--- src/design/ramio_pkg.sv ---
/*
 * shared definitions for the memory-mapped I/O bridge
 * word and byte-enable types, access-type encodings, I/O port addresses
 */

package ramio_pkg;

  // ------------------------------------------------------------------------
  // widths and word types
  // ------------------------------------------------------------------------

  // client data and address width
  localparam int DATA_W = 32;
  // bytes per client word
  localparam int BYTES_W = 4;

  typedef logic [DATA_W-1:0] data_t;
  typedef logic [BYTES_W-1:0] byte_en_t;

  // ------------------------------------------------------------------------
  // access types
  // ------------------------------------------------------------------------

  // bit 2 selects sign extension, low bits give the size
  typedef enum logic [2:0] {
    RD_NONE = 3'b000,
    RD_BU   = 3'b001,
    RD_HU   = 3'b010,
    RD_B    = 3'b101,
    RD_H    = 3'b110,
    RD_W    = 3'b111
  } read_type_e;

  typedef enum logic [1:0] {
    WR_NONE = 2'b00,
    WR_B    = 2'b01,
    WR_H    = 2'b10,
    WR_W    = 2'b11
  } write_type_e;

  // I/O ports at the top of the address space
  localparam data_t ADDR_LED      = 32'hffff_fffc;
  localparam data_t ADDR_UART_OUT = 32'hffff_fff8;
  // uart status value when nothing is queued or being sent
  localparam data_t UART_IDLE     = 32'hffff_ffff;

endpackage

--- src/design/ram_if.sv ---
/*
 * request and read-data bundle between the bus decoder and the word RAM
 */

`timescale 1ns/1ns

interface ram_if import ramio_pkg::*; #(
  parameter int RAM_ADDR_W = 8
) ();

  logic                  en;
  logic [RAM_ADDR_W-1:0] addr;
  data_t                 wdata;
  // all zero marks a read
  byte_en_t              be;
  // valid the cycle after an enabled read
  data_t                 rdata;

  modport ctrl (output en, output addr, output wdata, output be, input rdata);
  modport mem  (input en, input addr, input wdata, input be, output rdata);

endinterface

--- src/design/bus_decoder.sv ---
/*
 * client-side bus decoder
 * address decode, write laning, read extraction, LED register,
 * uart push path with back-pressure
 */

`timescale 1ns/1ns

module bus_decoder import ramio_pkg::*; #(
  parameter int RAM_ADDR_W = 8
) (
  input  logic        clk,
  input  logic        rst_n,
  input  logic        enable,
  input  data_t       address,
  input  read_type_e  read_type,
  input  write_type_e write_type,
  input  data_t       data_in,
  output data_t       data_out,
  output logic        data_out_ready,
  output logic        busy,
  output logic [3:0]  led,
  ram_if.ctrl         ram,
  output logic        push_valid,
  output logic [7:0]  push_byte,
  input  logic        fifo_full,
  input  logic        tx_busy,
  input  logic [7:0]  tx_byte
);

  // ------------------------------------------------------------------------
  // decode of the held request
  // ------------------------------------------------------------------------

  logic     is_led;
  logic     is_uart;
  logic     is_ram;
  logic     is_wr;
  logic     is_rd;
  logic     accept;
  byte_en_t wr_be;
  data_t    wr_data;

  assign is_led  = (address == ADDR_LED);
  assign is_uart = (address == ADDR_UART_OUT);
  assign is_ram  = !is_led && !is_uart;
  // a request carrying a write type is treated as a write
  assign is_wr   = (write_type != WR_NONE);
  assign is_rd   = !is_wr && (read_type != RD_NONE);

  // stall only a uart write into a full queue
  assign busy   = enable && is_uart && is_wr && fifo_full;
  assign accept = enable && !busy;

  // push fires on the same edge as acceptance
  assign push_valid = enable && is_uart && is_wr;
  assign push_byte  = data_in[7:0];

  // data is replicated across lanes and the enables pick the lanes
  always_comb begin
    wr_be   = '0;
    wr_data = data_in;
    unique case (write_type)
      WR_B: begin
        wr_be   = byte_en_t'(4'b0001 << address[1:0]);
        wr_data = {4{data_in[7:0]}};
      end
      WR_H: begin
        // odd offsets leave all enables clear so the write is dropped
        if (!address[0]) wr_be = address[1] ? 4'b1100 : 4'b0011;
        wr_data = {2{data_in[15:0]}};
      end
      WR_W: wr_be = '1;
      default: wr_be = '0;
    endcase
  end

  // no RAM cycle for a dropped misaligned write
  assign ram.en    = accept && is_ram && (is_rd || (wr_be != '0));
  assign ram.addr  = address[RAM_ADDR_W+1:2];
  assign ram.wdata = wr_data;
  // enables stay clear for anything but a write
  assign ram.be    = wr_be;

  // ------------------------------------------------------------------------
  // read return stage one cycle after acceptance
  // ------------------------------------------------------------------------

  read_type_e rd_type_q;
  logic [1:0] lane_q;
  logic       ram_sel_q;
  data_t      io_q;

  always_ff @(posedge clk) begin
    if (!rst_n) begin
      data_out_ready <= 1'b0;
      led            <= 4'b1111;
    end else begin
      data_out_ready <= accept && is_rd;
      // LED is active low and takes the new value at the acceptance edge
      if (accept && is_wr && is_led) led <= data_in[3:0];
    end
  end

  always_ff @(posedge clk) begin
    if (accept && is_rd) begin
      rd_type_q <= read_type;
      lane_q    <= address[1:0];
      ram_sel_q <= is_ram;
      // uart status is sampled at acceptance and LED reads as zero
      if (is_uart) io_q <= tx_busy ? {24'h0, tx_byte} : UART_IDLE;
      else         io_q <= '0;
    end
  end

  // extract and extend from the registered RAM word
  always_comb begin
    logic [7:0]  rd_b;
    logic [15:0] rd_h;
    rd_b     = ram.rdata[8*lane_q +: 8];
    rd_h     = lane_q[1] ? ram.rdata[31:16] : ram.rdata[15:0];
    data_out = '0;
    if (!ram_sel_q) begin
      data_out = io_q;
    end else begin
      unique case (rd_type_q[1:0])
        2'b01: data_out = {{24{rd_type_q[2] & rd_b[7]}}, rd_b};
        // misaligned half word returns zero
        2'b10: data_out = lane_q[0] ? '0 : {{16{rd_type_q[2] & rd_h[15]}}, rd_h};
        2'b11: data_out = ram.rdata;
        default: data_out = '0;
      endcase
    end
  end

endmodule

--- src/flat_wrapper.sv ---
// flat-port wrapper written by rule: the top's interface ports become plain ports
module bus_decoder_flat import ramio_pkg::*;
#(
  parameter int RAM_ADDR_W = 8
)
  (clk, rst_n, enable, address, read_type, write_type, data_in, data_out, data_out_ready, busy, led, push_valid, push_byte, fifo_full, tx_busy, tx_byte, ram_en, ram_addr, ram_wdata, ram_be, ram_rdata);
  ram_if #(.RAM_ADDR_W(RAM_ADDR_W)) ram_i ();
  input  logic clk;
  input  logic rst_n;
  input  logic enable;
  input  data_t address;
  input  read_type_e read_type;
  input  write_type_e write_type;
  input  data_t data_in;
  output data_t data_out;
  output logic data_out_ready;
  output logic busy;
  output logic [3:0] led;
  output logic push_valid;
  output logic [7:0] push_byte;
  input  logic fifo_full;
  input  logic tx_busy;
  input  logic [7:0] tx_byte;
  output wire logic [$bits(ram_i.en)-1:0] ram_en;
  output wire logic [$bits(ram_i.addr)-1:0] ram_addr;
  output wire logic [$bits(ram_i.wdata)-1:0] ram_wdata;
  output wire logic [$bits(ram_i.be)-1:0] ram_be;
  input wire logic [$bits(ram_i.rdata)-1:0] ram_rdata;
  assign ram_en = ram_i.en;
  assign ram_addr = ram_i.addr;
  assign ram_wdata = ram_i.wdata;
  assign ram_be = ram_i.be;
  assign ram_i.rdata = ram_rdata;
  bus_decoder #(.RAM_ADDR_W(RAM_ADDR_W)) u_core (.clk(clk), .rst_n(rst_n), .enable(enable), .address(address), .read_type(read_type), .write_type(write_type), .data_in(data_in), .data_out(data_out), .data_out_ready(data_out_ready), .busy(busy), .led(led), .ram(ram_i), .push_valid(push_valid), .push_byte(push_byte), .fifo_full(fifo_full), .tx_busy(tx_busy), .tx_byte(tx_byte));
endmodule
--- config.mk ---
export PLATFORM = sky130hd
export DESIGN_NAME = bus_decoder_flat
export DESIGN_NICKNAME = d
export VERILOG_FILES = /design/src/design/ramio_pkg.sv /design/src/design/ram_if.sv /design/src/design/bus_decoder.sv /design/src/flat_wrapper.sv
export SDC_FILE = /design/constraint.sdc
export NUM_CORES = 1
export LEC_CHECK = 0
export BUFFER_PORTS_ARGS = -buffer_cell sky130_fd_sc_hd__buf_2
export CORE_ASPECT_RATIO = 0.7
export CORE_MARGIN = 1.5
export CORE_UTILIZATION = 30
export CTS_CLUSTER_SIZE = 20
export DETAILED_ROUTE_END_ITERATION = 16
export MAX_ROUTING_LAYER = met4
export PLACE_DENSITY_LB_ADDON = 0.12
export SLEW_MARGIN = 10
export SYNTH_ARGS = -nofsm -noshare
export SYNTH_HDL_FRONTEND = slang
export SYNTH_SLANG_ARGS = --single-unit
--- constraint.sdc ---
create_clock -name clk -period 2.4 [get_ports clk]
set_input_delay 0.48 -clock clk [delete_from_list [all_inputs] [get_ports clk]]
set_output_delay 0.48 -clock clk [all_outputs]
set_load 0.05 [all_outputs]
After elaboration in Yosys (flattened, before gate mapping). Index checks and enable logic that the tools add are counted.

Bits of input ports: 114. Register bits after elaboration: 43. Output and inout port bits: 92. Logic and storage cells: 46.

Equality and inequality tests: 8. Muxes and demuxes: 9. Reductions and logical operators: 19. Bitwise gates (word level): 2. Shift-type cells: 2.

Operators by type and width (count): $mux W32 (3); $pmux W32 S3 (1); $eq A32 B32 Y1 const B (2); $pmux W32 S2 (1); $shiftx A32 B6 Y8 (1); $mux W16 (1); $pmux W4 S3 (1); $logic_and A1 B1 Y1 (11); $eq A2 B2 Y1 const B (4); $mux W4 (2); $eq A2 B1 Y1 const B (2); $logic_not A1 Y1 (4); $reduce_bool A4 Y1 (1); $shl A1 B2 Y4 const A (1); $reduce_bool A3 Y1 (1); $and A1 B1 Y1 (2); $reduce_bool A2 Y1 (1); $logic_or A1 B1 Y1 (1).

Depth between registers and ports, before layout.
Depth in word-level cells: 8. Gate-level depth with buffers: 7. Mapped depth without buffers: 6.

Worst setup path after synthesis. OpenSTA, ideal clock, no wires.

Path type: input-to-output. From: input port address[22]. To: output port push_valid. Stages: 6. Path slack: -446 ps. Path buffers: 2. Arrival: 2366 ps. Required time: 1920 ps. Path through: nand4_1 > or4_1 > clkbuf_1 > or3_1 > buf_2 > nor2b_1.

Longest elaborated chain between the ends: 3.

RTL lines: start: declaration (line flat_wrapper.sv:11) `input data_t address;`; $eq A32 B32 Y1 (line bus_decoder.sv:45) `assign is_uart = (address == ADDR_UART_OUT);`; $logic_and A1 B1 Y1 (2 in series) (line bus_decoder.sv:56) `assign push_valid = enable && is_uart && is_wr;`; end: declaration (line flat_wrapper.sv:19) `output logic push_valid;`.

Every way passes these cells.

Final worst setup path.
From: register u_core.lane_q[1]. To: output port data_out[14].

Longest elaborated chain between the ends: 4. Elaborated cells on any way between the ends: 6. Classes of those cells: shift: 1; mux: 4; bitwise: 1.

RTL lines: start: declaration (line bus_decoder.sv:90) `logic [1:0] lane_q;`; start signal: assignment (line bus_decoder.sv:108) `lane_q <= address[1:0];`; $shiftx A32 B6 Y8 or $mux W16 (tied branches) (line bus_decoder.sv:120, bus_decoder.sv:121); $and A1 B1 Y1 or $mux W32 (tied branches) (line bus_decoder.sv:127, bus_decoder.sv:129); $pmux W32 S3 (*) (line bus_decoder.sv:126) `unique case (rd_type_q[1:0])`; $mux W32 (*) (line bus_decoder.sv:123) `if (!ram_sel_q) begin`; end: declaration (line flat_wrapper.sv:15) `output data_t data_out;`.

Every way passes the cells marked *; elsewhere a longest branch is shown, timed or not.

==> impl_results.md <==
- Core area: 0.00732 mm2
- Syn Inst Count: 302
- Final worst-path cycle share: 105%
- Nets: 613
- Non-filler cells, final: 592
- Failing checks: setup timing
- Worst slew pin tran: 365 ps
- Worst-path clk slew: 70 ps
- Most frequent cells in the layout: buf_2, nand2_1, buf_6
- Die width: 107 um
- Die height: 75.7 um
- Post-Route Utilization: 53.7%
- Row count: 26
- All-layer global routing usage: 19.2%
- CP Class: reg -> out
- Most used DFF post-synth: edfxtp_1
- Simple-gate share of the synthesized area: 22.0%
- Syn nets: 420
- Inserted Clock Buffers: 3
- Critical Path RT: 1920 ps
- GRT met3 Usage: 3.17%
- Post-synthesis cell type count: 50
- FF-to-FF End: u_core.led[2]$_SDFFE_PN1P_
- Final Hold Fails: 0
- DR WL/cell: 13.8 um
- Reg2Reg Depth: 2
- Synthesized flop and latch total: 20
- Largest fanout on the critical path: 8
- Synth Area in XOR/XNOR: 0.387%
- FF-to-FF setup slack: 1750 ps
- Worst Hold Path EP: u_core.rd_type_q[1]$_DFFE_PP_
- Placed Cells: 585
- Max-slew violations: 0
- First-pass GRT wire length: 12.0 mm
- Worst r2r src: u_core.led[2]$_SDFFE_PN1P_
- Synth-to-Final Area Change: 73.5%
- Routed via count: 2908
- Initial antenna violation count: 0
- Final min period: 2520 ps
- Max-Cap Viols: 0
- Setup TNS: -1560 ps
- I/O pin count: 206
- Post-synth EDFFs: 15
- Final worst setup slack: -115 ps
- Crit. End Element: output port
- # setup viols final: 27
- GR peak layer: met2
- CP arrival: 2040 ps
- Share of cells above drive strength 1: 59.1%
- Commonest non-fill, non-tap cell in the layout: buf_2
- Hold WC Path Type: in -> reg
- Worst-skew pair later-pin latency: 260 ps
- Root Buffer: clkbuf_8
- Yosys Warn Count: 0
- RSZ-0062 raised after global routing: true
- Post-synthesis async set-or-reset flop share: 0%
- Post-route ant nets: 0
- Setup crit start kind: flop
- Met2 Usage GRT: 30.0%
- Largest net degree at the start of global routing: 33
- Pwr dens: 418 mW/mm2
- Die area: 0.00809 mm2
- Routed WL: 8.15 mm
- CTS Sinks: 20
- Status: finished, violations left
- H-tree depth: 1
- Final Skew: 0 ps
- DP Wirelength: 6.67 mm
- Grt total ovfl: 0
- Largest family of logic cells by synthesized area: compound AO/OA/AOI/OAI gates
- Final Wtd Congestion: 0.834
- Post-Syn Area: 0.00226 mm2
- Grt met1 use: 27.1%
- Slew margin rel.: 75.0%
- Adder-Cell Fraction of Synth Area: 2.65%
- Remaining DRCs: 0
- Min-Delay Startpoint: read_type[1]
- Pleak: 0.00192 uW
- I/O Buffers: 205
- Max frequency: 0.398 GHz
- Hold WS: 410 ps
- Vias in the first global route: 2439
- Synth Area in Compound Gates: 27.4%
- Clk buf depth: 2
- Hold Crit Depth: 1
- CTS tree: yes
- Mean Syn Cell Area: 7.50 um2
- Maximum VDD drop: 231 uV
- Number of detailed-route iterations in the first pass: 4
- Seq/Total Area, Yosys: 24.3%
- Mux cell area share after synthesis: 5.91%
- Vias per std cell: 4.91
- Starting Density: 30.9%
- Number of diodes: 0
- DRT iter0 DRCs: 76
## synthesized netlist by cell type (all sizes together), types with 3 or more instances
cell / number / area, um2
nand2: 45 / 169
inv: 31 / 116
buf: 29 / 209
a21oi: 21 / 109
nor2: 21 / 78.8
clkbuf: 18 / 67.6
edfxtp: 15 / 450
a22o: 9 / 78.8
a22oi: 9 / 67.6
mux2: 9 / 101
nand3: 8 / 40.0
o22ai: 8 / 50.1
a221o: 7 / 70.1
a32oi: 7 / 61.3
o221ai: 7 / 61.3
nand4: 6 / 37.5
nor2b: 6 / 37.5
dfxtp: 5 / 100
o311ai: 5 / 43.8
ha: 4 / 50.1
o31ai: 4 / 30.0
and2: 3 / 18.8
and3: 3 / 20.0
## kinds of logic after synthesis
| group | count (synthesis) |
|---|---|
| simple gates | 104 |
| compound gates | 83 |
| buf+inv | 78 |
| flops | 20 |
| mux | 11 |
| fa+ha+maj | 5 |
| xor+xnor | 1 |
## metal layers
metal  vias to the layer above  routed length [um]
met3                         4                 457
li1                       1461                   -
met2                        98                3750
met4                         0                  29
met1                      1345                3910
met5                         -                   0
## worst max-delay path: stages (launching register included)
cell and delay, ps:
edfxtp_1 410, mux4_2 530, and2_4 160, a21o_4 230, a221o_1 280, buf_6 160
## worst max path at each step
stage,startpoint,to,cells after the start
floorplan,address[1],push_valid,5
global placement,address[1],ram_en,7
detailed placement,address[1],busy,6
CTS,u_core.lane_q[1]$_DFFE_PP_,data_out[10],5
global route,u_core.lane_q[1]$_DFFE_PP_,data_out[10],5
finish,u_core.lane_q[1]$_DFFE_PP_,data_out[14],5
## final cells by class
class                      count  area (um2)
clock buffer                   4        55.1
fill                         725        3390
inverter                      31         116
multi-input combinational    204        1550
sequential                    20         551
tap                           98         123
timing repair buffer         235        1540
## report_power, final
group | switching [uW] | internal, uW
combinational | 664 | 335
clock | 110 | 146
sequential | 7.06 | 381
## stage by stage
step                power (uW)  area (um2)  worst slack, ps
finish                    1640        3930             -115
global route              1730        3930             -200
global placement          1300        3470             -279
floorplan                 1050        2370             -189
detailed placement        1310        3470             -312
CTS                       1630        3830             -116
## sequential cells by signal, indices dropped and copies added (netlist names)
register,cells
u_core.io_q,9
u_core.led,4
u_core.rd_type_q,3
u_core.lane_q,2
u_core.data_out_ready,1
u_core.ram_sel_q,1
## repair_timing
item                                    CTS  global route
endpoints found under the setup margin   34            36
pin swaps                                 6             6
hold buffers                              0             0
gates resized for setup                  78            22
buffers inserted                          3             0
No activity file was read; power rests on OpenSTA's default activity.
