## config.mk

```make
export PLATFORM = sky130hd
export DESIGN_NAME = tx_fifo
export DESIGN_NICKNAME = d
export VERILOG_FILES = /design/src/design/tx_fifo.sv
export SDC_FILE = /design/constraint.sdc
export NUM_CORES = 1
export LEC_CHECK = 0
export BUFFER_PORTS_ARGS = -buffer_cell sky130_fd_sc_hd__clkbuf_2
export CAP_MARGIN = 20
export CORE_ASPECT_RATIO = 0.5
export CORE_MARGIN = 5
export CORE_UTILIZATION = 25
export DETAILED_ROUTE_END_ITERATION = 8
export GPL_TIMING_DRIVEN = 0
export PLACE_DENSITY_LB_ADDON = 0.2
export REMOVE_ABC_BUFFERS = 1
export SLEW_MARGIN = 25
export SYNTH_ARGS = -nofsm -noshare
export SYNTH_HDL_FRONTEND = slang
export SYNTH_SLANG_ARGS = --single-unit
```

## constraint.sdc

```tcl
create_clock -name clk -period 5.2 [get_ports clk]
set_input_delay 0.26 -clock clk [delete_from_list [all_inputs] [get_ports clk]]
set_output_delay 0.26 -clock clk [all_outputs]
set_load 0.01 [all_outputs]
```

## src/design/tx_fifo.sv

```systemverilog
/*
 * byte FIFO between the bus decoder and the uart transmitter
 * circular buffer with read/write pointers and an occupancy count
 */

`timescale 1ns/1ns

module tx_fifo #(
  parameter int FIFO_DEPTH = 4
) (
  input  logic       clk,
  input  logic       rst_n,
  input  logic       push_valid,
  input  logic [7:0] push_byte,
  output logic       full,
  output logic       not_empty,
  output logic [7:0] head_byte,
  input  logic       pop
);

  localparam int PTR_W = (FIFO_DEPTH > 1) ? $clog2(FIFO_DEPTH) : 1;
  localparam int CNT_W = $clog2(FIFO_DEPTH + 1);

  logic [7:0]       buf_q [FIFO_DEPTH];
  logic [PTR_W-1:0] wr_ptr;
  logic [PTR_W-1:0] rd_ptr;
  logic [CNT_W-1:0] count;
  logic             do_push;
  logic             do_pop;

  assign full      = (count == CNT_W'(FIFO_DEPTH));
  assign not_empty = (count != '0);
  assign head_byte = buf_q[rd_ptr];

  // push is refused while full, pop only with data present
  assign do_push = push_valid && !full;
  assign do_pop  = pop && not_empty;

  always_ff @(posedge clk) begin
    if (do_push) buf_q[wr_ptr] <= push_byte;
  end

  // pointers wrap at the depth, which need not be a power of two
  always_ff @(posedge clk) begin
    if (!rst_n) begin
      wr_ptr <= '0;
      rd_ptr <= '0;
      count  <= '0;
    end else begin
      if (do_push) wr_ptr <= (wr_ptr == PTR_W'(FIFO_DEPTH - 1)) ? '0 : wr_ptr + 1'b1;
      if (do_pop)  rd_ptr <= (rd_ptr == PTR_W'(FIFO_DEPTH - 1)) ? '0 : rd_ptr + 1'b1;
      if (do_push && !do_pop)      count <= count + 1'b1;
      else if (do_pop && !do_push) count <= count - 1'b1;
    end
  end

endmodule

```

## Word-level counts from Yosys, hierarchy flattened

Memory sizes are Yosys's and may differ from the RTL's. A register that Yosys moved wholly into a read port is not among the register bits.
Cells that the tools add are included.

- Flip-flop bits (word level): 7
- Bits in latches: 0
- RAM bits: 32
- ROM bits: 0
- Input bits: 12
- Output and inout bits: 10
- Word-level logic and storage cells: 28
- Memories kept: 1

Memories:

| memory | words | bits a word | read ports | clocked after Yosys merged registers in | write ports | line | source |
|---|---|---|---|---|---|---|---|
| buf_q | 4 | 8 | 1 | 1 | 1 | 24 | `logic [7:0] buf_q [FIFO_DEPTH];` |

- Add/sub/neg operators: 4
- $mul: 0
- Div/mod/pow operators: 0
- Order comparisons: 0
- Equal/unequal tests: 3
- Shift-type cells: 0
- Muxes and demuxes: 8
- Bitwise logic cells: 0
- Reduce and logical (&&, ||, !) cells: 9

Operators with widths:

| cell | count |
|---|---|
| 2-bit 2-to-1 mux | 4 |
| 3-bit 2-to-1 mux | 2 |
| 2-bit by 1-bit adder with 2-bit output, second input constant | 2 |
| 2-bit == test, second input constant | 2 |
| 1-bit logical AND | 4 |
| 3-bit by 1-bit adder with 3-bit output, second input constant | 1 |
| 3-bit == test, second input constant | 1 |
| 1-bit logical NOT | 3 |
| 3-bit nonzero test | 1 |
| 3-bit by 1-bit subtractor with 3-bit output, second input constant | 1 |
| 1-bit 2-to-1 mux | 2 |
| 2-bit nonzero test | 1 |

## Logic depth before layout (Yosys ltp)

Gate-level depths: netlist of the first run.

- Depth after elaboration: 7
- Mapped depth: 9
- Mapped depth without buffers: 8

## Worst setup path before layout of the first run

OpenSTA, ideal clock, no wires.

- Path type: reg-to-reg
- From: reg count[0]
- To: reg count[2]
- Library setup time: 0.076 ns
- Arrival time: 2.014 ns
- Data required time: 5.124 ns
- Setup slack: 3.111 ns
- Stages on the path, launching flop included: 8
- Path buffers: 0
- Period minus slack after synthesis: 2.089 ns
- Path through: dfxtp_1 o31ai_1 ha_1 inv_1 fa_1 xor2_1 or3_1 a21boi_0

- Word-level cells in the longest chain between the ends: 6
- Elaborated cells between the ends (all ways): 14
- Those cells by class: add/sub: 2; eq/ne: 1; mux: 2; reduce/logical: 9

Ends and longest elaborated chain:

| what | line | source |
|---|---|---|
| start, declared | 27 | `logic [CNT_W-1:0] count;` |
| start signal, assigned | 52 | `if (do_push && !do_pop) count <= count + 1'b1;` |
| start signal, assigned | 53 | `else if (do_pop && !do_push) count <= count - 1'b1;` |
| parallel branches: the longest is 6 deep, another holds 3-bit by 1-bit subtractor with 3-bit output | - |  |

Several ways; the timed one is not identified. The select of a mux whose other input is x is not followed.
A chain may end at the register's enable or synchronous reset.

## Worst setup path after layout of the first run

Same ends and word-level chain as after synthesis.

==> flow_summary_export.csv, run 1 <==
group,metric,value,unit
grt,busiest_layer,"met2",
worst_setup_path,r2r_end,"count[2]$_SDFFE_PN0P_",
pwr,irDropWorstVdd,154,uV
clock_tree,path_clk_slew,0.06,ns
drt,detail-route-antenna-nets,0,
sta,rsz0062_at_grt,"no",
worst_setup_path,critPathCapture,"count[2]$_SDFFE_PN0P_",
synth,netlist_area,0.00163,sq mm
clock_tree,cts_sinks,41,
worst_setup_path,cp-startpoint,"count[0]$_SDFFE_PN0P_",
pwr,p_leak,0.715,nW
clock_tree,root_buffer,"clkbuf_16",
clock_tree,ctsResizeCount,0,
drt,drc,0,
finish,fill_cells,632,
sta,skew,0.00322,ns
synth,ys_types,23,
synth,ys_seq_area_share,69.9,%
synth,synthTopCellsByCount,"edfxtp_1, dfxtp_1, mux4_2",
placement,place_congestion,0.653,
sta,max_freq,0.424,GHz
placement,post-dp-hpwl,1.87,mm
sta,finalCritPeriodShare,45.3,%
pwr,powerDensity,498,mW/mm^2
worst_setup_path,worstSetupPathType,"flop to flop",
worst_setup_path,reg2reg_depth,8,
finish,insertedDiodeCount,0,
placement,io_buffers,21,
sta,fin_crit,2.36,ns
floorplanning,rows,20,
grt,grt_use_total,6.86,%
grt,grt_pass1_vias,791,
finish,areaGrowthSynthToFinish,22.3,%
sta,finalMaxSlewViolations,0,
synth,synth_flop_cell,"edfxtp_1",
sta,hold_viol,0,
floorplanning,initial_core_util,26.3,%
clock_tree,clkLatencyLatePin,0.27,ns
worst_setup_path,reg2reg_slack,2.84,ns
placement,placed_cells,198,
clock_tree,postCtsHoldBufs,0,
synth,ys_top_cells_by_area,"edfxtp_1, dfxtp_1, mux4_2, ha_1, and2_1",
synth,ys_async_sr_fraction,0,%
worst_setup_path,regToRegStartpoint,"count[0]$_SDFFE_PN0P_",
drt,viasPerCell,3.98,
flow_run,maxCapViolCount,0,
synth,yosysWarnings,0,
drt,dr_total_vias,820,
synth,synth_edf_count,32,
status,status,"finished, final reports clean",
grt,grt_max_degree,14,
clock_tree,cts_buffers,5,
sta,relSlewSlack,61.1,%
finish,fin_cells,206,
grt,grt_overflow_total,0,
synth,synth_top_area_cell,"edfxtp_1",
sta,worst_slew_pin_slew,0.578,ns
sta,setup_viol,0,
worst_setup_path,worstPathMaxFanout,7,
drt,wl_per_cell,13.5,um
floorplanning,core_area,0.00621,sq mm
clock_tree,post_cts.repair.setup_buffers,0,
finish,drive_gt1_share,32.2,%
floorplanning,die_area,0.00835,sq mm
worst_setup_path,end_kind,"flop",
sta,fin_tns_setup,0,ns
synth,avgSynthCellArea,17.6,sq um
grt,grt.met1_usage,8.62,%
drt,drt_pass1_iterations,4,
worst_setup_path,critPathRequiredTime,5.40,ns
clock_tree,cts_tree,"built",
clock_tree,htreeDepth,2,
finish,layout.nets,136,
worst_setup_path,start_kind,"flop",
floorplanning,boundaryPins,22,
grt,use_met3,2.29,%
synth,ys_ff_latch,41,
synth,syn_inst,93,
clock_tree,clockBufferDepth,2,
floorplanning,die_w,124,um
grt,grt_pass1_wl,4.22,mm
floorplanning,die_y,67.1,um
grt,antenna_found_initial,0,
drt,drtIter0Drc,26,
grt,grt_util_met2,11.3,%
worst_setup_path,critPathArrivalTime,2.56,ns
synth,synth_top_area_share,58.9,%
synth,yosys.cell_count.top_type,"edfxtp_1",
hold_path,hold_class,"input pin to flop",
drt,routed_wl,2.77,mm
cells by family (layout without fill, tap and decap cells):
group | count (synthesis) | count (layout) | synth area share, %
XOR/XNOR | 2 | 2 | 1.07
multiplexers | 11 | 11 | 12.9
adder cells (fa/ha/maj) | 7 | 7 | 5.82
AND/OR/NAND/NOR | 20 | 20 | 6.74
AO/OA/AOI/OAI | 5 | 5 | 1.84
flip-flops | 41 | 41 | 69.9
buffers and inverters | 7 | 32 | 1.76
per-stage QoR:
step | worst slack, ns | cell area, sq um | power, mW | util (%) | hold WS, ns
after floorplan | 3.07 | 1620 | 0.592 | - | 0.359
after global placement | 2.85 | 1830 | 0.667 | 29.5 | 0.481
after detailed placement | 2.82 | 1830 | 0.672 | 29.5 | 0.488
after CTS | 2.83 | 2000 | 1.01 | 32.2 | 0.204
after global routing | 2.63 | 2000 | 1.05 | 32.2 | 0.211
final | 2.84 | 2000 | 0.994 | 32.2 | 0.206
critical path, stage by stage, from the launching register on:
cell and delay, ns:
dfxtp_1 0.45, nor3b_2 0.09, nor2b_1 0.44, ha_1 0.27, inv_1 0.06, fa_1 0.37, xor2_1 0.15, or3_1 0.30
a21boi_0 0.16
layout by cell type, fill, tap and decap left out, drive strengths merged:
cell | synthesis | final
o31ai | 1 | 1
bufinv | 0 | 1
mux2i | 3 | 3
nand2 | 6 | 6
nor2 | 2 | 2
clkinvlp | 0 | 1
clkinv | 0 | 1
nand3 | 2 | 2
nor3b | 1 | 1
inv | 3 | 3
dfxtp | 9 | 9
xnor2 | 1 | 1
fa | 1 | 1
ha | 6 | 6
clkbuf | 1 | 26
o21ai | 3 | 3
and2 | 5 | 5
or3 | 2 | 2
edfxtp | 32 | 32
xor2 | 1 | 1
a21boi | 1 | 1
nor2b | 2 | 2
mux4 | 8 | 8
how the worst min path moves through the flow:
stage,startpoint,end,slack (ns),cells after the start
after floorplan,push_byte[0],buf_q[0][0]$_DFFE_PP_,0.36,0
after global placement,push_byte[5],buf_q[1][5]$_DFFE_PP_,0.48,1
after detailed placement,push_byte[0],buf_q[2][0]$_DFFE_PP_,0.49,1
after CTS,push_byte[0],buf_q[2][0]$_DFFE_PP_,0.20,1
after global routing,push_byte[0],buf_q[2][0]$_DFFE_PP_,0.21,1
final,push_byte[2],buf_q[1][2]$_DFFE_PP_,0.21,1
registers in the layout, summed over array words and instances, names as in the netlist, named ones only:
signal and cells:
rd_ptr 2, count 3, buf_q 32, wr_ptr 2
where the power goes:
part           internal, mW  switching [mW]
sequential            0.404          0.0437
clock                 0.224           0.113
combinational         0.111          0.0987
layer usage:
layer	vias up	wire (um)
met2	18	1300
li1	397	-
met5	-	0
met1	401	1350
met4	0	31
met3	4	93
layout make-up:
class / instances / area, sq um / share of cell area (%)
sequential: 41 / 1140 / 57.1
clock inverter: 3 / 41.3 / 2.07
timing repair buffer: 21 / 105 / 5.26
tap: 88 / 110 / 5.51
inverter: 3 / 11.3 / 0.564
multi-input combinational: 45 / 463 / 23.2
clock buffer: 5 / 125 / 6.27
Note: power is estimated with default switching activity, not from simulation.
==> inputs of run 2 (changes only) <==
- clock period: 5.2 -> 2.1 ns (I/O delays scaled with it)
==> run 2 against run 1 <==
Highest routed layer unchanged. Final cell count grew 0.97%. Via count increased by 0.37%. Largest cell class unchanged. Worst setup slack worse by 2.7 ns. Critical path type unchanged. Flip-flop and latch count is the same. Core utilization increased by 0.62 points. Clock power rose by 150%.
==> flow_summary_export.csv, run 2 (same netlist as run 1, synthesis figures left out) <==
group,metric,value,unit
finish,largest-register,"buf_q",
sta,hold_viol,0,
pwr,power_frac_comb,22.0,%
floorplanning,die_area,0.00835,sq mm
floorplanning,die_y,67.1,um
sta,worst_slew_pin_slew,0.560,ns
finish,mostFrequentLayoutCell,"edfxtp_1",
floorplanning,initial_core_util,26.3,%
clock_tree,cts_tree,"built",
floorplanning,die_w,124,um
pwr,p_leak,0.732,nW
hold_path,hold_class,"input pin to flop",
pwr,seq_power_share,44.8,%
flow_run,maxCapViolCount,0,
drt,m1WireLength,1.34,mm
sta,fin_tns_setup,0,ns
clock_tree,cts_sinks,41,
sta,finalCritPeriodShare,93.6,%
grt,antenna_found_initial,0,
grt,grt_use_total,6.89,%
placement,place_congestion,0.653,
clock_tree,cts_buffers,5,
finish,layout.nets,138,
clock_tree,root_buffer,"clkbuf_16",
finish,mostFrequentLayoutCells,"edfxtp_1, clkbuf_2, mux4_2",
sta,skew,0.00393,ns
finish,fill_cells,628,
worst_setup_path,start_kind,"flop",
drt,drtIter0Drc,28,
floorplanning,boundaryPins,22,
drt,drt_pass1_iterations,4,
pwr,power_frac_clock,33.3,%
grt,grt_overflow_total,0,
clock_tree,clkLatencyLatePin,0.27,ns
placement,post-dp-hpwl,1.87,mm
sta,finalMaxSlewViolations,0,
grt,grt_max_degree,14,
worst_setup_path,worstPathMaxFanout,5,
floorplanning,core_area,0.00621,sq mm
pwr,switching_power,0.647,mW
sta,fin_crit,1.97,ns
floorplanning,rows,20,
drt,met2_length,1.33,mm
worst_setup_path,critPathRequiredTime,2.30,ns
pwr,irDropWorstVdd,372,uV
drt,drc,0,
pwr,p_int,1.86,mW
clock_tree,clockBufferDepth,2,
worst_setup_path,end_kind,"flop",
sta,relSlewSlack,62.6,%
sta,rsz0062_at_grt,"no",
drt,wl_met3,88,um
pwr,powerDensity,1230,mW/mm^2
drt,dr_total_vias,823,
placement,io_buffers,21,
drt,wl_per_cell,13.4,um
drt,detail-route-antenna-nets,0,
pwr,power,2.50,mW
finish,drive_gt1_share,36.7,%
drt,routed_wl,2.80,mm
clock_tree,path_clk_slew,0.06,ns
status,status,"finished, final reports clean",
worst_setup_path,critPathArrivalTime,2.17,ns
grt,grt_pass1_wl,4.27,mm
grt,grt_pass1_vias,806,
finish,top_regs,"buf_q (32), count (3)",
pwr,sw_frac_of_total,25.8,%
finish,largest_reg_flops,32,
sta,max_freq,0.509,GHz
drt,viasPerCell,3.96,
finish,insertedDiodeCount,0,
clock_tree,htreeDepth,2,
finish,areaGrowthSynthToFinish,24.7,%
drt,routed.top_layer,"met4",
sta,setup_viol,0,
worst_setup_path,worstSetupPathType,"flop to flop",
clock_tree,postCtsHoldBufs,0,
-- run 2: cell count changes in the layout (fill, tap and decap cells not counted) --
cell     change
dfxtp_1      -2
dfxtp_2      +2
buf_4        +2
nor2b_4      +1
nor2b_1      -1
o31ai_4      +1
o31ai_1      -1
-- run 2: timing repair --
| item | CTS | global route |
|---|---|---|
| hold endpoints to repair | 0 | 0 |
| pin swaps | 0 | 1 |
| gates resized for setup | 6 | 0 |
| endpoints found under the setup margin | 1 | 1 |
| setup buffers | 0 | 2 |
-- run 2: layer usage --
metal	up-vias	track usage (%)
met3	5	2.29
met1	399	8.57
met2	18	11.5
li1	401	-
met5	-	0
met4	0	2.46
-- run 2: area by class of cell --
cell class | count | area (sq um) | area share, %
clock buffer | 5 | 125 | 6.15
clock inverter | 3 | 41.3 | 2.03
inverter | 3 | 11.3 | 0.553
multi-input combinational | 45 | 484 | 23.8
sequential | 41 | 1140 | 56.2
tap | 88 | 110 | 5.41
timing repair buffer | 23 | 120 | 5.90
-- run 2: path summary, 6_finish.rpt --
path                           from                endpoint  cells past startpoint  slack, ns
max           count[2]$_SDFFE_PN0P_   count[2]$_SDFFE_PN0P_                      8       0.13
min                    push_byte[4]   buf_q[2][4]$_DFFE_PP_                      1       0.05
max reg2reg   count[2]$_SDFFE_PN0P_   count[2]$_SDFFE_PN0P_                      8       0.13
min reg2reg  wr_ptr[1]$_SDFFE_PN0P_  wr_ptr[1]$_SDFFE_PN0P_                      2       0.50
-- run 2: critical path, cell delays in order (launching register included) --
cell      delay [ns]
dfxtp_1         0.35
nor3b_2         0.19
nor2b_4         0.12
ha_1            0.19
inv_1           0.06
fa_1            0.37
xor2_1          0.15
or3_1           0.30
a21boi_0        0.16
-- run 2: power groups by stage --
stage | Sequential (mW) | Combinational, mW | Clock (mW)
after CTS | 1.13 | 0.551 | 0.854
after global placement | 1.13 | 0.522 | 0
final | 1.12 | 0.550 | 0.833
after global routing | 1.14 | 0.608 | 0.891
after detailed placement | 1.13 | 0.533 | 0
after floorplan | 1.10 | 0.370 | 0
-- run 2: through the flow --
stage / setup slack [ns] / std cells / hold WS, ns / util, % / area [sq um]
4_1_cts: 0.0139 / 206 / 0.0492 / 32.6 / 2020
6_report: 0.134 / 208 / 0.0517 / 32.8 / 2040
2_1_floorplan: -0.0310 / 89 / 0.204 / - / 1620
5_1_grt: 0.0198 / 208 / 0.0559 / 32.8 / 2040
3_5_place_dp: -0.277 / 198 / 0.333 / 29.5 / 1830
3_3_place_gp: -0.246 / 198 / 0.326 / 29.5 / 1830
