## config.mk

```make
export PLATFORM = sky130hd
export DESIGN_NAME = uart_tx
export DESIGN_NICKNAME = d
export VERILOG_FILES = /design/src/design/uart_tx.sv
export SDC_FILE = /design/constraint.sdc
export NUM_CORES = 1
export LEC_CHECK = 0
export BUFFER_PORTS_ARGS = -buffer_cell sky130_fd_sc_hd__buf_2
export CORE_UTILIZATION = 55
export DETAILED_ROUTE_END_ITERATION = 12
export PLACE_DENSITY = 0.83
export SYNTH_ARGS = -nofsm -noshare
export SYNTH_HDL_FRONTEND = slang
export SYNTH_SLANG_ARGS = --single-unit
```

## constraint.sdc

```tcl
create_clock -name clk -period 3.2 [get_ports clk]
set_input_delay 0.32 -clock clk [delete_from_list [all_inputs] [get_ports clk]]
set_output_delay 0.32 -clock clk [all_outputs]
set_load 0.05 [all_outputs]
```

## src/design/uart_tx.sv

```systemverilog
/*
 * 8N1 uart serializer
 * pops the FIFO head, bit-period counter and bit index
 */

`timescale 1ns/1ns

module uart_tx #(
  parameter int CLKS_PER_BIT = 8
) (
  input  logic       clk,
  input  logic       rst_n,
  input  logic       not_empty,
  input  logic [7:0] head_byte,
  output logic       pop,
  output logic       tx_busy,
  output logic [7:0] tx_byte,
  output logic       uart_tx
);

  localparam int CNT_W = (CLKS_PER_BIT > 1) ? $clog2(CLKS_PER_BIT) : 1;

  typedef enum logic [1:0] {S_IDLE, S_START, S_DATA, S_STOP} tx_state_e;

  tx_state_e  state;
  logic [CNT_W-1:0] clk_cnt;
  logic [2:0] bit_idx;
  logic [7:0] cur_byte;
  logic       bit_done;

  assign bit_done = (clk_cnt == CNT_W'(CLKS_PER_BIT - 1));

  // pop when idle, or at the end of a stop bit so frames run back to back
  assign pop = not_empty && ((state == S_IDLE) || ((state == S_STOP) && bit_done));

  // a byte waiting in the queue counts as busy
  assign tx_busy = (state != S_IDLE) || not_empty;
  assign tx_byte = (state != S_IDLE) ? cur_byte : head_byte;

  always_ff @(posedge clk) begin
    if (!rst_n) begin
      state   <= S_IDLE;
      clk_cnt <= '0;
      bit_idx <= '0;
      uart_tx <= 1'b1;
    end else begin
      clk_cnt <= bit_done ? '0 : clk_cnt + 1'b1;
      if (pop) begin
        // start bit goes out on the next cycle
        state   <= S_START;
        clk_cnt <= '0;
        uart_tx <= 1'b0;
      end else begin
        unique case (state)
          S_IDLE: begin
            clk_cnt <= '0;
            uart_tx <= 1'b1;
          end
          S_START: if (bit_done) begin
            state   <= S_DATA;
            bit_idx <= '0;
            uart_tx <= cur_byte[0];
          end
          S_DATA: if (bit_done) begin
            // lsb first
            if (bit_idx == 3'd7) begin
              state   <= S_STOP;
              uart_tx <= 1'b1;
            end else begin
              bit_idx <= bit_idx + 1'b1;
              uart_tx <= cur_byte[bit_idx + 1'b1];
            end
          end
          S_STOP: if (bit_done) state <= S_IDLE;
          default: state <= S_IDLE;
        endcase
      end
    end
  end

  always_ff @(posedge clk) begin
    if (pop) cur_byte <= head_byte;
  end

endmodule

```

# Word-level counts from Yosys, hierarchy flattened
# Index checks and enable logic that the tools add are counted.
# classes
addsub	2
order_cmp	1
n_eq_ne	14
mux	18
bitwise_logic	2
reduce_logical	16
# ops
op	count
$reduce_and 5->1	3
$ne 3x3->1 const B	4
$ne 2x2->1 const B	5
$mux 3	3
$mux 2	4
$mux 8	1
$reduce_bool 4->1	2
$add 3x1->3 const B	2
$eq 3x3->1 const B	2
$mux 1	6
$pmux 2 s3	1
$pmux 3 s2	1
$eq 2x2->1 const B	2
$lt 3x4->1 const B	1
$reduce_bool 2->1	2
$reduce_or 4->1	1
$bmux 1 s3	1
$pmux 1 s3	1
$reduce_and 3->1	1
$reduce_bool 3->1	1
$eq 2x1->1 const B	1
$logic_and 1x1->1	2
$logic_not 2->1	1
$logic_or 1x1->1	2
other kinds (2)	3
# word_totals
reg_bits	17
input_bits	11
word_cells	59

# Logic depth before layout (Yosys ltp)
# Gate-level depths: netlist (run 1).
# logic_depth
depth_word	7
depth_mapped	7

# Worst setup path before layout (run 1)
# No wires, ideal clock.
# synth_timing
path_type	flip-flop to flip-flop
startpoint	reg clk_cnt[0]
endpoint	reg cur_byte[0], enable pin
arrival_ns	1.419
slack_ns	1.403
path_stages_with_launch	7
path_buffers	1
cell_sequence	dfxtp_1 > ha_1 > ha_1 > buf_2 > a21o_1 > nand2_1 > inv_1
# synth_between
elab_chain_cells	4
# synth_rtl
item	line	text
start, declared	26	logic [CNT_W-1:0] clk_cnt;
start signal, assigned	47	clk_cnt <= bit_done ? '0 : clk_cnt + 1'b1;
$eq 3x3->1	31	assign bit_done = (clk_cnt == CNT_W'(CLKS_PER_BIT - 1));
$logic_and 1x1->1	34	assign pop = not_empty && ((state == S_IDLE) || ((state == S_STOP) && bit_done));
$logic_or 1x1->1	34	
$logic_and 1x1->1	34	
net pop	15	output logic pop,
end signal, assigned	82	if (pop) cur_byte <= head_byte;
end, declared	28	logic [7:0] cur_byte;
# The timed path passes the listed nets, and every way through them passes these cells.
# A chain may end at the register's enable or synchronous reset.

# Final worst setup path (run 1)
# layout_timing
startpoint	reg state[0]
endpoint	out pop
# layout_between
elab_chain_cells	4
word_cells_on_any_way	5
cone_classes	eq/ne: 1; reduce/logical: 4
# layout_rtl
item	line	text
start, declared	25	tx_state_e state;
start signal, assigned	42	state <= S_IDLE;
start signal, assigned	50	state <= S_START;
start signal, assigned	60	state <= S_DATA;
$eq 2x2->1	34	
$logic_and 1x1->1	34	
$logic_or 1x1->1 *	34	
$logic_and 1x1->1 *	34	
end, declared	15	
# Mark *: on every way between the ends. The rest lies on a longest branch, timed or not.

==> flow_metrics.env, run 1 <==
export IMPL_dieWidth_um=43.56
export IMPL_holdCritPathClass="primary input to flip-flop"
export IMPL_syn_area_per_cell_um2=11.31
export IMPL_synthesis_yosys_warnings=0
export IMPL_actual_slew_at_the_worst_max_slew_pin_ns=0.4753
export IMPL_firstDrtPassIters=8
export IMPL_grt_start_max_net_pins=13
export IMPL_post_cts_resized_instances=0
export IMPL_commonest_non_fill_non_tap_cell_in_the_layout="buf_2"
export IMPL_via_count_of_the_first_global_routing_pass=631
export IMPL_worst_ep_arrival_time_ns=2.09
export IMPL_start_kind="flip-flop"
export IMPL_critical_path_required_ns=2.88
export IMPL_postSynthCellCount=84
export IMPL_maxCapViolations=0
export IMPL_floorplan_die_height_um=43.56
export IMPL_drc=2
export IMPL_grt_pass1_wl_mm=2.677
export IMPL_max_slew_margin_rel=0.6831
export IMPL_area_growth_synth_to_final_pct=14.10
export IMPL_yosysUniqueCellTypes=26
export IMPL_post_route_cells_drive_above_1_share=0.3143
export IMPL_leakage_nw=0.4805
export IMPL_final_max_slew_violation_count=0
export IMPL_globalRouteTotalUtil=0.1896
export IMPL_antenna_found_initial=0
export IMPL_period_minus_slack_ns=2.405
export IMPL_die_area_um2=1897
export IMPL_cellPowerDensity_nw_per_um2=443.1
export IMPL_number_of_buffers_inserted_by_port_buffering=21
export IMPL_worst_hold_slack_ns=0.2107
export IMPL_synthesis_nets=104
export IMPL_multi_input_gate_area_um2=500.5
export IMPL_routedWlPerCell_um=13.28
export IMPL_cts_htree_levels=1
export IMPL_grt_ovfl_total=0
export IMPL_synth_yosys_seq_area_share=0.4427
export IMPL_vias=703
export IMPL_antennaDiodeCount=0
export IMPL_asyncSetResetFlopFracSynth=0
export IMPL_core_um2=1559
export IMPL_netlist_top_cell_by_area="edfxtp_1"
export IMPL_fin_nets=126
export IMPL_initial_core_util=0.6091
export IMPL_fill_cells=108
export IMPL_cells_taking_the_most_area_after_synthesis="edfxtp_1 (25%), dfxtp_1 (19%), ha_1 (12%)"
export IMPL_floorplan_io_pins=22
export IMPL_post_route_period_util=0.7516
export IMPL_critical_path_class="flip-flop to output port"
export IMPL_root_buffer="clkbuf_4"
export IMPL_cts_sinks=17
export IMPL_run_status="complete, but fails checks"
export IMPL_tritoncts_clock_tree="built"
export IMPL_layout_cells_most_common_list="buf_2 (21), nand2_1 (9), mux2_2 (9), ha_1 (9), dfxtp_1 (9)"
export IMPL_syn_cell_area_um2=949.7
export IMPL_clkSlewWorstSetupHoldPaths_ns=0.10
export IMPL_finalSetupViolCount=0
export IMPL_final_hold_violation_count=0
export IMPL_fin_total_pwr_w=0.0004801
export IMPL_violated_checks="design-rule violations"
export IMPL_cts_made_buffers=3
export IMPL_endpoint_kind="output port"
export IMPL_place_worst_setup_slack_ns=1.111
export IMPL_detail_route_antenna_nets=0
export IMPL_rows=14
export IMPL_rsz0062_at_grt="false"
export IMPL_skew_ns=0.005248
export IMPL_sequential_cell_area_um2=420.4
export IMPL_final_setup_worst_slack_ns=0.7949
export IMPL_yosys_area_top_type_share=0.2530
export IMPL_grt_use_met3=0.03750
export IMPL_clock_insertion_delay_worst_skew_ns=0.29
export IMPL_use_met2=0.2925
export IMPL_cts_hold_buffers=0
export IMPL_ctsLongestPathBuffers=2
export IMPL_totalWireLength_mm=1.607
export IMPL_synth_main_ff_cell="dfxtp_1"
export IMPL_post_cts_repair_setup_buffers=0
export IMPL_busiest_layer="met2"
export IMPL_placer_congestion_estimate=0.7584
export IMPL_count_of_flip_flops_with_a_built_in_enable_after_synthesis=8
export IMPL_fmaxAchievable_ghz=0.4158
export IMPL_ir_drop_mv=0.2756
export IMPL_cp_max_fo=12
export IMPL_final_layout_setup_total_negative_slack_ns=0
export IMPL_first_iter_violations=16
export IMPL_avg_vias_per_cell=5.810
export IMPL_gr_usage_met1=0.2547
export IMPL_ys_seq_elements=17
worst paths after layout:
kind / startpoint / endpoint / slack [ns] / cells after the start
setup reg to reg: bit_idx[0]$_SDFFE_PN0P_ / uart_tx$_SDFFE_PN1P_ / 1.40 / 5
hold / removal: head_byte[7] / cur_byte[7]$_DFFE_PP_ / 0.21 / 1
setup / recovery: state[0]$_SDFFE_PN0P_ / pop / 0.79 / 6
hold reg to reg: clk_cnt[0]$_SDFF_PP0_ / clk_cnt[0]$_SDFF_PP0_ / 0.43 / 1
Yosys cell counts, types with 3 or more instances:
library cell  n
o21ai_0       3
ha_1          9
nand2b_1      3
mux2_2        9
inv_1         3
nor2_1        5
dfxtp_1       9
mux2i_1       3
edfxtp_1      8
nand2_1       9
nand3_1       3
power by group:
| group | internal [W] | switching, W | leakage (nW) |
|---|---|---|---|
| registers | 0.000240 | 0.00000629 | 0.150 |
| clock network | 0.0000485 | 0.0000670 | 0.0150 |
| logic | 0.0000374 | 0.0000814 | 0.316 |
| total | 0.000325 | 0.000155 | 0.481 |
flip-flops by register name (all words and copies together), names as in the netlist:
register and count:
bit_idx 3, clk_cnt 3, cur_byte 8, state 2, uart_tx 1
stage by stage:
| stage | cells | util | cell area (µm²) |
|---|---|---|---|
| after global placement | 117 | 0.6782 | 1057 |
| after detailed placement | 117 | 0.6782 | 1057 |
| after global routing | 121 | 0.6950 | 1084 |
| after CTS | 121 | 0.6950 | 1084 |
| final | 121 | 0.6950 | 1084 |
| after floorplan | 84 | - | 949.7 |
cell families after synthesis:
group,after synthesis,share of synthesized area
mux,14,0.1937
buf+inv,7,0.03031
flops,17,0.4427
fa+ha+maj,9,0.1186
simple gates,26,0.1331
compound gates,11,0.08169
metal layers:
metal | vias up | share of wire
li1 | 346 | -
met2 | 28 | 0.46
met1 | 325 | 0.46
met4 | 0 | 0.013
met3 | 4 | 0.062
met5 | - | 0
final cells by class:
| type | count | share of cell area |
|---|---|---|
| Clock buffer | 4 | 0.02425 |
| Inverter | 3 | 0.01039 |
| Multi-Input combinational cell | 60 | 0.4619 |
| Sequential cell | 17 | 0.3880 |
| Tap cell | 16 | 0.01848 |
| Timing Repair Buffer | 21 | 0.09700 |
worst max-delay path, cell delays in order, from the launching register on:
cell and delay [ns]:
dfxtp_1 0.37, inv_1 0.10, ha_1 0.46, a21o_1 0.13
nand2_1 0.12, inv_1 0.29, buf_2 0.33
Power figures use the tool's default switching activity.
==> run 2, diff against run 1 <==
--- a/config.mk
+++ b/config.mk
@@ -6,9 +6,9 @@
 export NUM_CORES = 1
 export LEC_CHECK = 0
 export BUFFER_PORTS_ARGS = -buffer_cell sky130_fd_sc_hd__buf_2
-export CORE_UTILIZATION = 55
+export CORE_UTILIZATION = 51
 export DETAILED_ROUTE_END_ITERATION = 12
-export PLACE_DENSITY = 0.83
+export PLACE_DENSITY = 0.78
 export SYNTH_ARGS = -nofsm -noshare
 export SYNTH_HDL_FRONTEND = slang
 export SYNTH_SLANG_ARGS = --single-unit
==> constraint.sdc (replaced) <==
create_clock -name clk -period 2.37 [get_ports clk]
set_input_delay 0.237 -clock clk [delete_from_list [all_inputs] [get_ports clk]]
set_output_delay 0.237 -clock clk [all_outputs]
set_load 0.05 [all_outputs]
==> run 2 against run 1 <==
Net effect: the flow now finishes without violations; routed wire length is 4.4% higher; highest routed layer unchanged; power increased by 35%; largest power group unchanged; utilization shrank 5.7 points; non-clock buffer count up 1; clock power is 31% higher; count of clock-buffer cells in the layout did not move; critical path depth is the same; critical endpoint unchanged; via count grew 2.0%; final cell count grew 8.3%; die area up 7.5%; global-route usage shrank 1.1 points; worst hold slack got worse by 0.077 ns.
==> flow_metrics.env, run 2 (synthesized netlist as in run 1, its figures left out) <==
export IMPL_run_status="finished, final reports clean"
export IMPL_ir_drop_mv=0.3840
export IMPL_dp_hpwl_mm=1.305
export IMPL_via_count_of_the_first_global_routing_pass=625
export IMPL_fin_total_pwr_w=0.0006475
export IMPL_skew_ns=0.006711
export IMPL_sequential_cell_area_um2=420.4
export IMPL_setup_worst_path_start="state[1]$_SDFFE_PP0P_"
export IMPL_multi_input_gate_area_um2=500.5
export IMPL_grt_ovfl_total=0
export IMPL_hold_start="head_byte[2]"
export IMPL_cts_hold_buffers=0
export IMPL_routedWlPerCell_um=12.81
export IMPL_tritoncts_clock_tree="built"
export IMPL_post_route_cells_drive_above_1_share=0.3208
export IMPL_leakage_nw=0.4855
export IMPL_cp_cell_sequence="inv_1 -> ha_1 -> a21o_1 -> nand2_1 -> inv_1 -> buf_2"
export IMPL_clock_insertion_delay_worst_skew_ns=0.28
export IMPL_largest_registers_ranked_by_flip_flop_count="cur_byte x8, bit_idx x3, clk_cnt x3"
export IMPL_post_cts_resized_instances=0
export IMPL_min_to="cur_byte[2]$_DFFE_PP_"
export IMPL_critPathMostFrequentCell="inv_1"
export IMPL_first_iter_violations=23
export IMPL_drc=0
export IMPL_rows=15
export IMPL_worst_path_buf_inv=3
export IMPL_actual_slew_at_the_worst_max_slew_pin_ns=0.4990
export IMPL_top_register="cur_byte"
export IMPL_cp_max_fo=12
export IMPL_endpoint_kind="output port"
export IMPL_antenna_found_initial=0
export IMPL_cts_made_buffers=3
export IMPL_placer_congestion_estimate=0.7798
export IMPL_max_slew_margin_rel=0.6673
export IMPL_maxCapViolations=0
export IMPL_cellPowerDensity_nw_per_um2=587.4
export IMPL_grt_pass1_wl_mm=2.649
export IMPL_cts_htree_levels=1
export IMPL_crit_family="adder cells"
export IMPL_post_cts_repair_setup_buffers=0
export IMPL_critical_path_class="flip-flop to output port"
export IMPL_fmaxAchievable_ghz=0.4864
export IMPL_fin_nets=127
export IMPL_area_growth_synth_to_final_pct=16.07
export IMPL_cts_sinks=17
export IMPL_final_hold_violation_count=0
export IMPL_firstDrtPassIters=4
export IMPL_ctsLongestPathBuffers=2
export IMPL_core_um2=1727
export IMPL_instances_no_fill=131
export IMPL_layout_cells_most_common_list="buf_2 (21), nand2_1 (9), mux2_2 (9), ha_1 (9), dfxtp_1 (9)"
export IMPL_final_max_slew_violation_count=0
export IMPL_largest_register_ffs=8
export IMPL_holdCritPathClass="primary input to flip-flop"
export IMPL_worst_ep_arrival_time_ns=1.82
export IMPL_rsz0062_at_grt="false"
export IMPL_period_minus_slack_ns=2.056
export IMPL_placedCellCount=127
export IMPL_clkSlewWorstSetupHoldPaths_ns=0.10
export IMPL_avg_vias_per_cell=5.473
export IMPL_finalCoreUtilization=0.6384
export IMPL_floorplan_io_pins=22
export IMPL_start_kind="flip-flop"
export IMPL_initial_core_util=0.5500
export IMPL_dieWidth_um=45.15
export IMPL_detail_route_antenna_nets=0
export IMPL_critical_path_required_ns=2.13
export IMPL_rr_startpoint="bit_idx[0]$_SDFFE_PN0P_"
export IMPL_root_buffer="clkbuf_4"
export IMPL_vias=717
export IMPL_fill_cells=141
export IMPL_grt_start_max_net_pins=13
export IMPL_antennaDiodeCount=0
export IMPL_totalWireLength_mm=1.678
export IMPL_r2r_path_end="uart_tx$_SDFFE_PN1P_"
export IMPL_number_of_buffers_inserted_by_port_buffering=21
export IMPL_hold_path_cell_count=1
export IMPL_globalRouteTotalUtil=0.1786
export IMPL_floorplan_die_height_um=45.15
export IMPL_final_layout_setup_total_negative_slack_ns=0
export IMPL_r2r_worst_path_cells=5
export IMPL_post_route_period_util=0.8675
export IMPL_finalSetupViolCount=0
export IMPL_ff2ff_setup_slack_ns=0.57
export IMPL_cpPeakStageDelay_ns=0.47
export IMPL_crit_path_top_delay_cell="ha_1"
export IMPL_die_area_um2=2039
export IMPL_commonest_non_fill_non_tap_cell_in_the_layout="buf_2"
==> run 2: worst max path at each step <==
stage / endpoint / slack [ns] / cells past startpoint
finish: pop / 0.31 / 6
global placement: uart_tx$_SDFFE_PN1P_ / 0.62 / 5
detailed placement: uart_tx$_SDFFE_PN1P_ / 0.58 / 5
CTS: pop / 0.31 / 6
floorplan: cur_byte[0]$_DFFE_PP_ / 0.57 / 6
global route: pop / 0.20 / 6
==> run 2: where the power goes <==
group / internal [W] / switching, W / leakage [nW] / total (W)
combinational: 0.0000525 / 0.000112 / 0.321 / 0.000164
clock: 0.0000652 / 0.0000861 / 0.0150 / 0.000151
sequential: 0.000323 / 0.00000842 / 0.150 / 0.000332
total: 0.000441 / 0.000206 / 0.485 / 0.000647
==> run 2: cell type report <==
| type | count | share of cell area |
|---|---|---|
| Clock buffer | 4 | 0.02384 |
| Inverter | 3 | 0.01022 |
| Multi-Input combinational cell | 60 | 0.4540 |
| Sequential cell | 17 | 0.3814 |
| Tap cell | 25 | 0.02838 |
| Timing Repair Buffer | 22 | 0.1022 |
==> run 2: per-stage QoR <==
stage / hold WS, ns / worst slack (ns) / area (µm²)
floorplan: 0.3359 / 0.5731 / 949.7
global placement: 0.4083 / 0.6240 / 1076
CTS: 0.1244 / 0.3070 / 1102
finish: 0.1338 / 0.3140 / 1102
global route: 0.1253 / 0.1985 / 1102
detailed placement: 0.4257 / 0.5829 / 1076
==> run 2: per-layer routing <==
layer,wire length (µm),GRT usage,share of wire
met1,757,0.2398,0.45
met2,826,0.2841,0.49
met3,82,0.02400,0.049
met4,12,0.08485,0.0072
met5,0,0,0
==> run 3, diff against run 2 <==
--- a/config.mk
+++ b/config.mk
@@ -6,9 +6,9 @@
 export NUM_CORES = 1
 export LEC_CHECK = 0
 export BUFFER_PORTS_ARGS = -buffer_cell sky130_fd_sc_hd__buf_2
-export CORE_UTILIZATION = 51
+export CORE_UTILIZATION = 45
 export DETAILED_ROUTE_END_ITERATION = 12
-export PLACE_DENSITY = 0.78
+export PLACE_DENSITY = 0.71
 export SYNTH_ARGS = -nofsm -noshare
 export SYNTH_HDL_FRONTEND = slang
 export SYNTH_SLANG_ARGS = --single-unit
==> run 3 against run 2 <==
Net effect: first-iteration DRC count down 83%; utilization down 7.9 points; register-to-register slack worse by 0.03 ns; power up 1.1%; worst hold slack worse by 0.015 ns; design area up 0.57%; die area up 13%; clock skew up 0.0057 ns; count of clock-buffer cells in the layout down 1; critical path depth unchanged; highest routed layer unchanged.
==> flow_metrics.env, run 3 (synthesized netlist as in run 1, its figures left out) <==
export IMPL_period_minus_slack_ns=2.063
export IMPL_max_slew_margin_rel=0.6826
export IMPL_cell_internal_pwr_w=0.0004401
export IMPL_core_um2=1982
export IMPL_firstDrtPassIters=4
export IMPL_post_cts_repair_setup_buffers=0
export IMPL_largest_registers_ranked_by_flip_flop_count="cur_byte x8, bit_idx x3, clk_cnt x3"
export IMPL_sequential_cell_area_um2=420.4
export IMPL_largest_register_ffs=8
export IMPL_seqPwrFrac=0.506
export IMPL_rsz0062_at_grt="false"
export IMPL_root_buffer="clkbuf_4"
export IMPL_grt_ovfl_total=0
export IMPL_layout_cells_most_common_list="buf_2 (21), nand2_1 (9), mux2_2 (9), ha_1 (9), dfxtp_1 (9)"
export IMPL_final_layout_setup_total_negative_slack_ns=0
export IMPL_cpPeakStageDelay_ns=0.43
export IMPL_placer_congestion_estimate=0.8707
export IMPL_tritoncts_clock_tree="built"
export IMPL_floorplan_io_pins=22
export IMPL_cts_sinks=17
export IMPL_endpoint_kind="output port"
export IMPL_area_growth_synth_to_final_pct=16.73
export IMPL_initial_core_util=0.4792
export IMPL_worst_ep_arrival_time_ns=1.83
export IMPL_ctsLongestPathBuffers=2
export IMPL_commonest_non_fill_non_tap_cell_in_the_layout="buf_2"
export IMPL_fin_nets=127
export IMPL_crit_family="flip-flops"
export IMPL_clock_insertion_delay_worst_skew_ns=0.30
export IMPL_clock_power_share=0.244
export IMPL_routedWlPerCell_um=12.42
export IMPL_r2r_worst_path_cells=5
export IMPL_critical_path_class="flip-flop to output port"
export IMPL_cts_hold_buffers=0
export IMPL_holdCritPathClass="primary input to flip-flop"
export IMPL_dp_hpwl_mm=1.290
export IMPL_finalSetupViolCount=0
export IMPL_detail_route_antenna_nets=0
export IMPL_die_area_um2=2298
export IMPL_critical_path_cell_count=6
export IMPL_top_register="cur_byte"
export IMPL_actual_slew_at_the_worst_max_slew_pin_ns=0.4762
export IMPL_ir_drop_mv=0.5070
export IMPL_power_net_switching_w=0.0002145
export IMPL_via_count_of_the_first_global_routing_pass=567
export IMPL_cp_max_fo=12
export IMPL_post_route_cells_drive_above_1_share=0.3302
export IMPL_critPathMostFrequentCell="inv_1"
export IMPL_multi_input_gate_area_um2=500.5
export IMPL_cts_made_buffers=3
export IMPL_post_route_period_util=0.8705
export IMPL_skew_ns=0.01244
export IMPL_antennaDiodeCount=0
export IMPL_floorplan_die_height_um=47.94
export IMPL_totalWireLength_mm=1.652
export IMPL_drc=0
export IMPL_final_max_slew_violation_count=0
export IMPL_comb_power_share=0.249
export IMPL_grt_pass1_wl_mm=2.442
export IMPL_globalRouteTotalUtil=0.1577
export IMPL_critical_path_required_ns=2.13
export IMPL_cp_cell_sequence="inv_1 -> ha_1 -> a21o_1 -> nand2_1 -> inv_1 -> buf_2"
export IMPL_first_iter_violations=4
export IMPL_worst_hold_slack_ns=0.1186
export IMPL_maxCapViolations=0
export IMPL_crit_path_top_delay_cell="dfxtp_1"
export IMPL_vias=686
export IMPL_avg_vias_per_cell=5.158
export IMPL_cts_htree_levels=1
export IMPL_hold_path_cell_count=1
export IMPL_cellPowerDensity_nw_per_um2=590.5
export IMPL_start_kind="flip-flop"
export IMPL_number_of_buffers_inserted_by_port_buffering=21
export IMPL_power_switching_share=0.3277
export IMPL_leakage_nw=0.4845
export IMPL_fill_cells=180
export IMPL_grt_start_max_net_pins=13
export IMPL_dieWidth_um=47.94
export IMPL_antenna_found_initial=0
export IMPL_fmaxAchievable_ghz=0.4847
export IMPL_final_hold_violation_count=0
export IMPL_post_cts_resized_instances=0
export IMPL_run_status="finished, final reports clean"
export IMPL_clkSlewWorstSetupHoldPaths_ns=0.11
export IMPL_rows=16
export IMPL_worst_path_buf_inv=3
==> run 3: metrics by stage <==
stage / power [W] / utilization / instance area (µm²) / setup slack, ns / instances
after detailed placement: 0.0005020 / 0.5442 / 1079 / 0.5958 / 129
after CTS: 0.0006637 / 0.5593 / 1109 / 0.2758 / 133
after global routing: 0.0006834 / 0.5593 / 1109 / 0.1563 / 133
after global placement: 0.0005006 / 0.5442 / 1079 / 0.6132 / 129
after floorplan: 0.0004620 / - / 949.7 / 0.5731 / 84
final: 0.0006546 / 0.5593 / 1109 / 0.3070 / 133
==> run 3: final cells by class <==
class	instances	area share
multi-input cells	60	0.4515
inverters	3	0.01016
flip-flops and latches	17	0.3792
repair buffers	22	0.1016
clock inverters	1	0.006772
well taps	27	0.03047
clock buffers	3	0.02032
==> run 3: path summary, 6_finish.rpt <==
check	startpoint	to	slack (ns)
setup / recovery	state[0]$_SDFFE_PN0P_	pop	0.31
hold / removal	head_byte[6]	cur_byte[6]$_DFFE_PP_	0.12
setup reg to reg	bit_idx[0]$_SDFFE_PN0P_	uart_tx$_SDFFE_PN1P_	0.54
hold reg to reg	clk_cnt[0]$_SDFF_PP0_	clk_cnt[0]$_SDFF_PP0_	0.43
==> run 3: power by group through the flow <==
stage | combinational [W] | sequential [W] | clock (W)
2_1_floorplan | 0.000119 | 0.000343 | 0
3_3_place_gp | 0.000163 | 0.000338 | 0
3_5_place_dp | 0.000163 | 0.000339 | 0
4_1_cts | 0.000164 | 0.000332 | 0.000168
5_1_grt | 0.000174 | 0.000334 | 0.000176
6_report | 0.000163 | 0.000331 | 0.000160
==> run 3: per-layer routing <==
metal / GRT usage / routed length (µm) / share of wire / up-vias
met4: 0.05000 / 8 / 0.0048 / 0
met3: 0.07925 / 70 / 0.042 / 2
li1: - / - / - / 349
met5: 0 / 0 / 0 / -
met1: 0.2037 / 787 / 0.48 / 322
met2: 0.2297 / 786 / 0.48 / 13
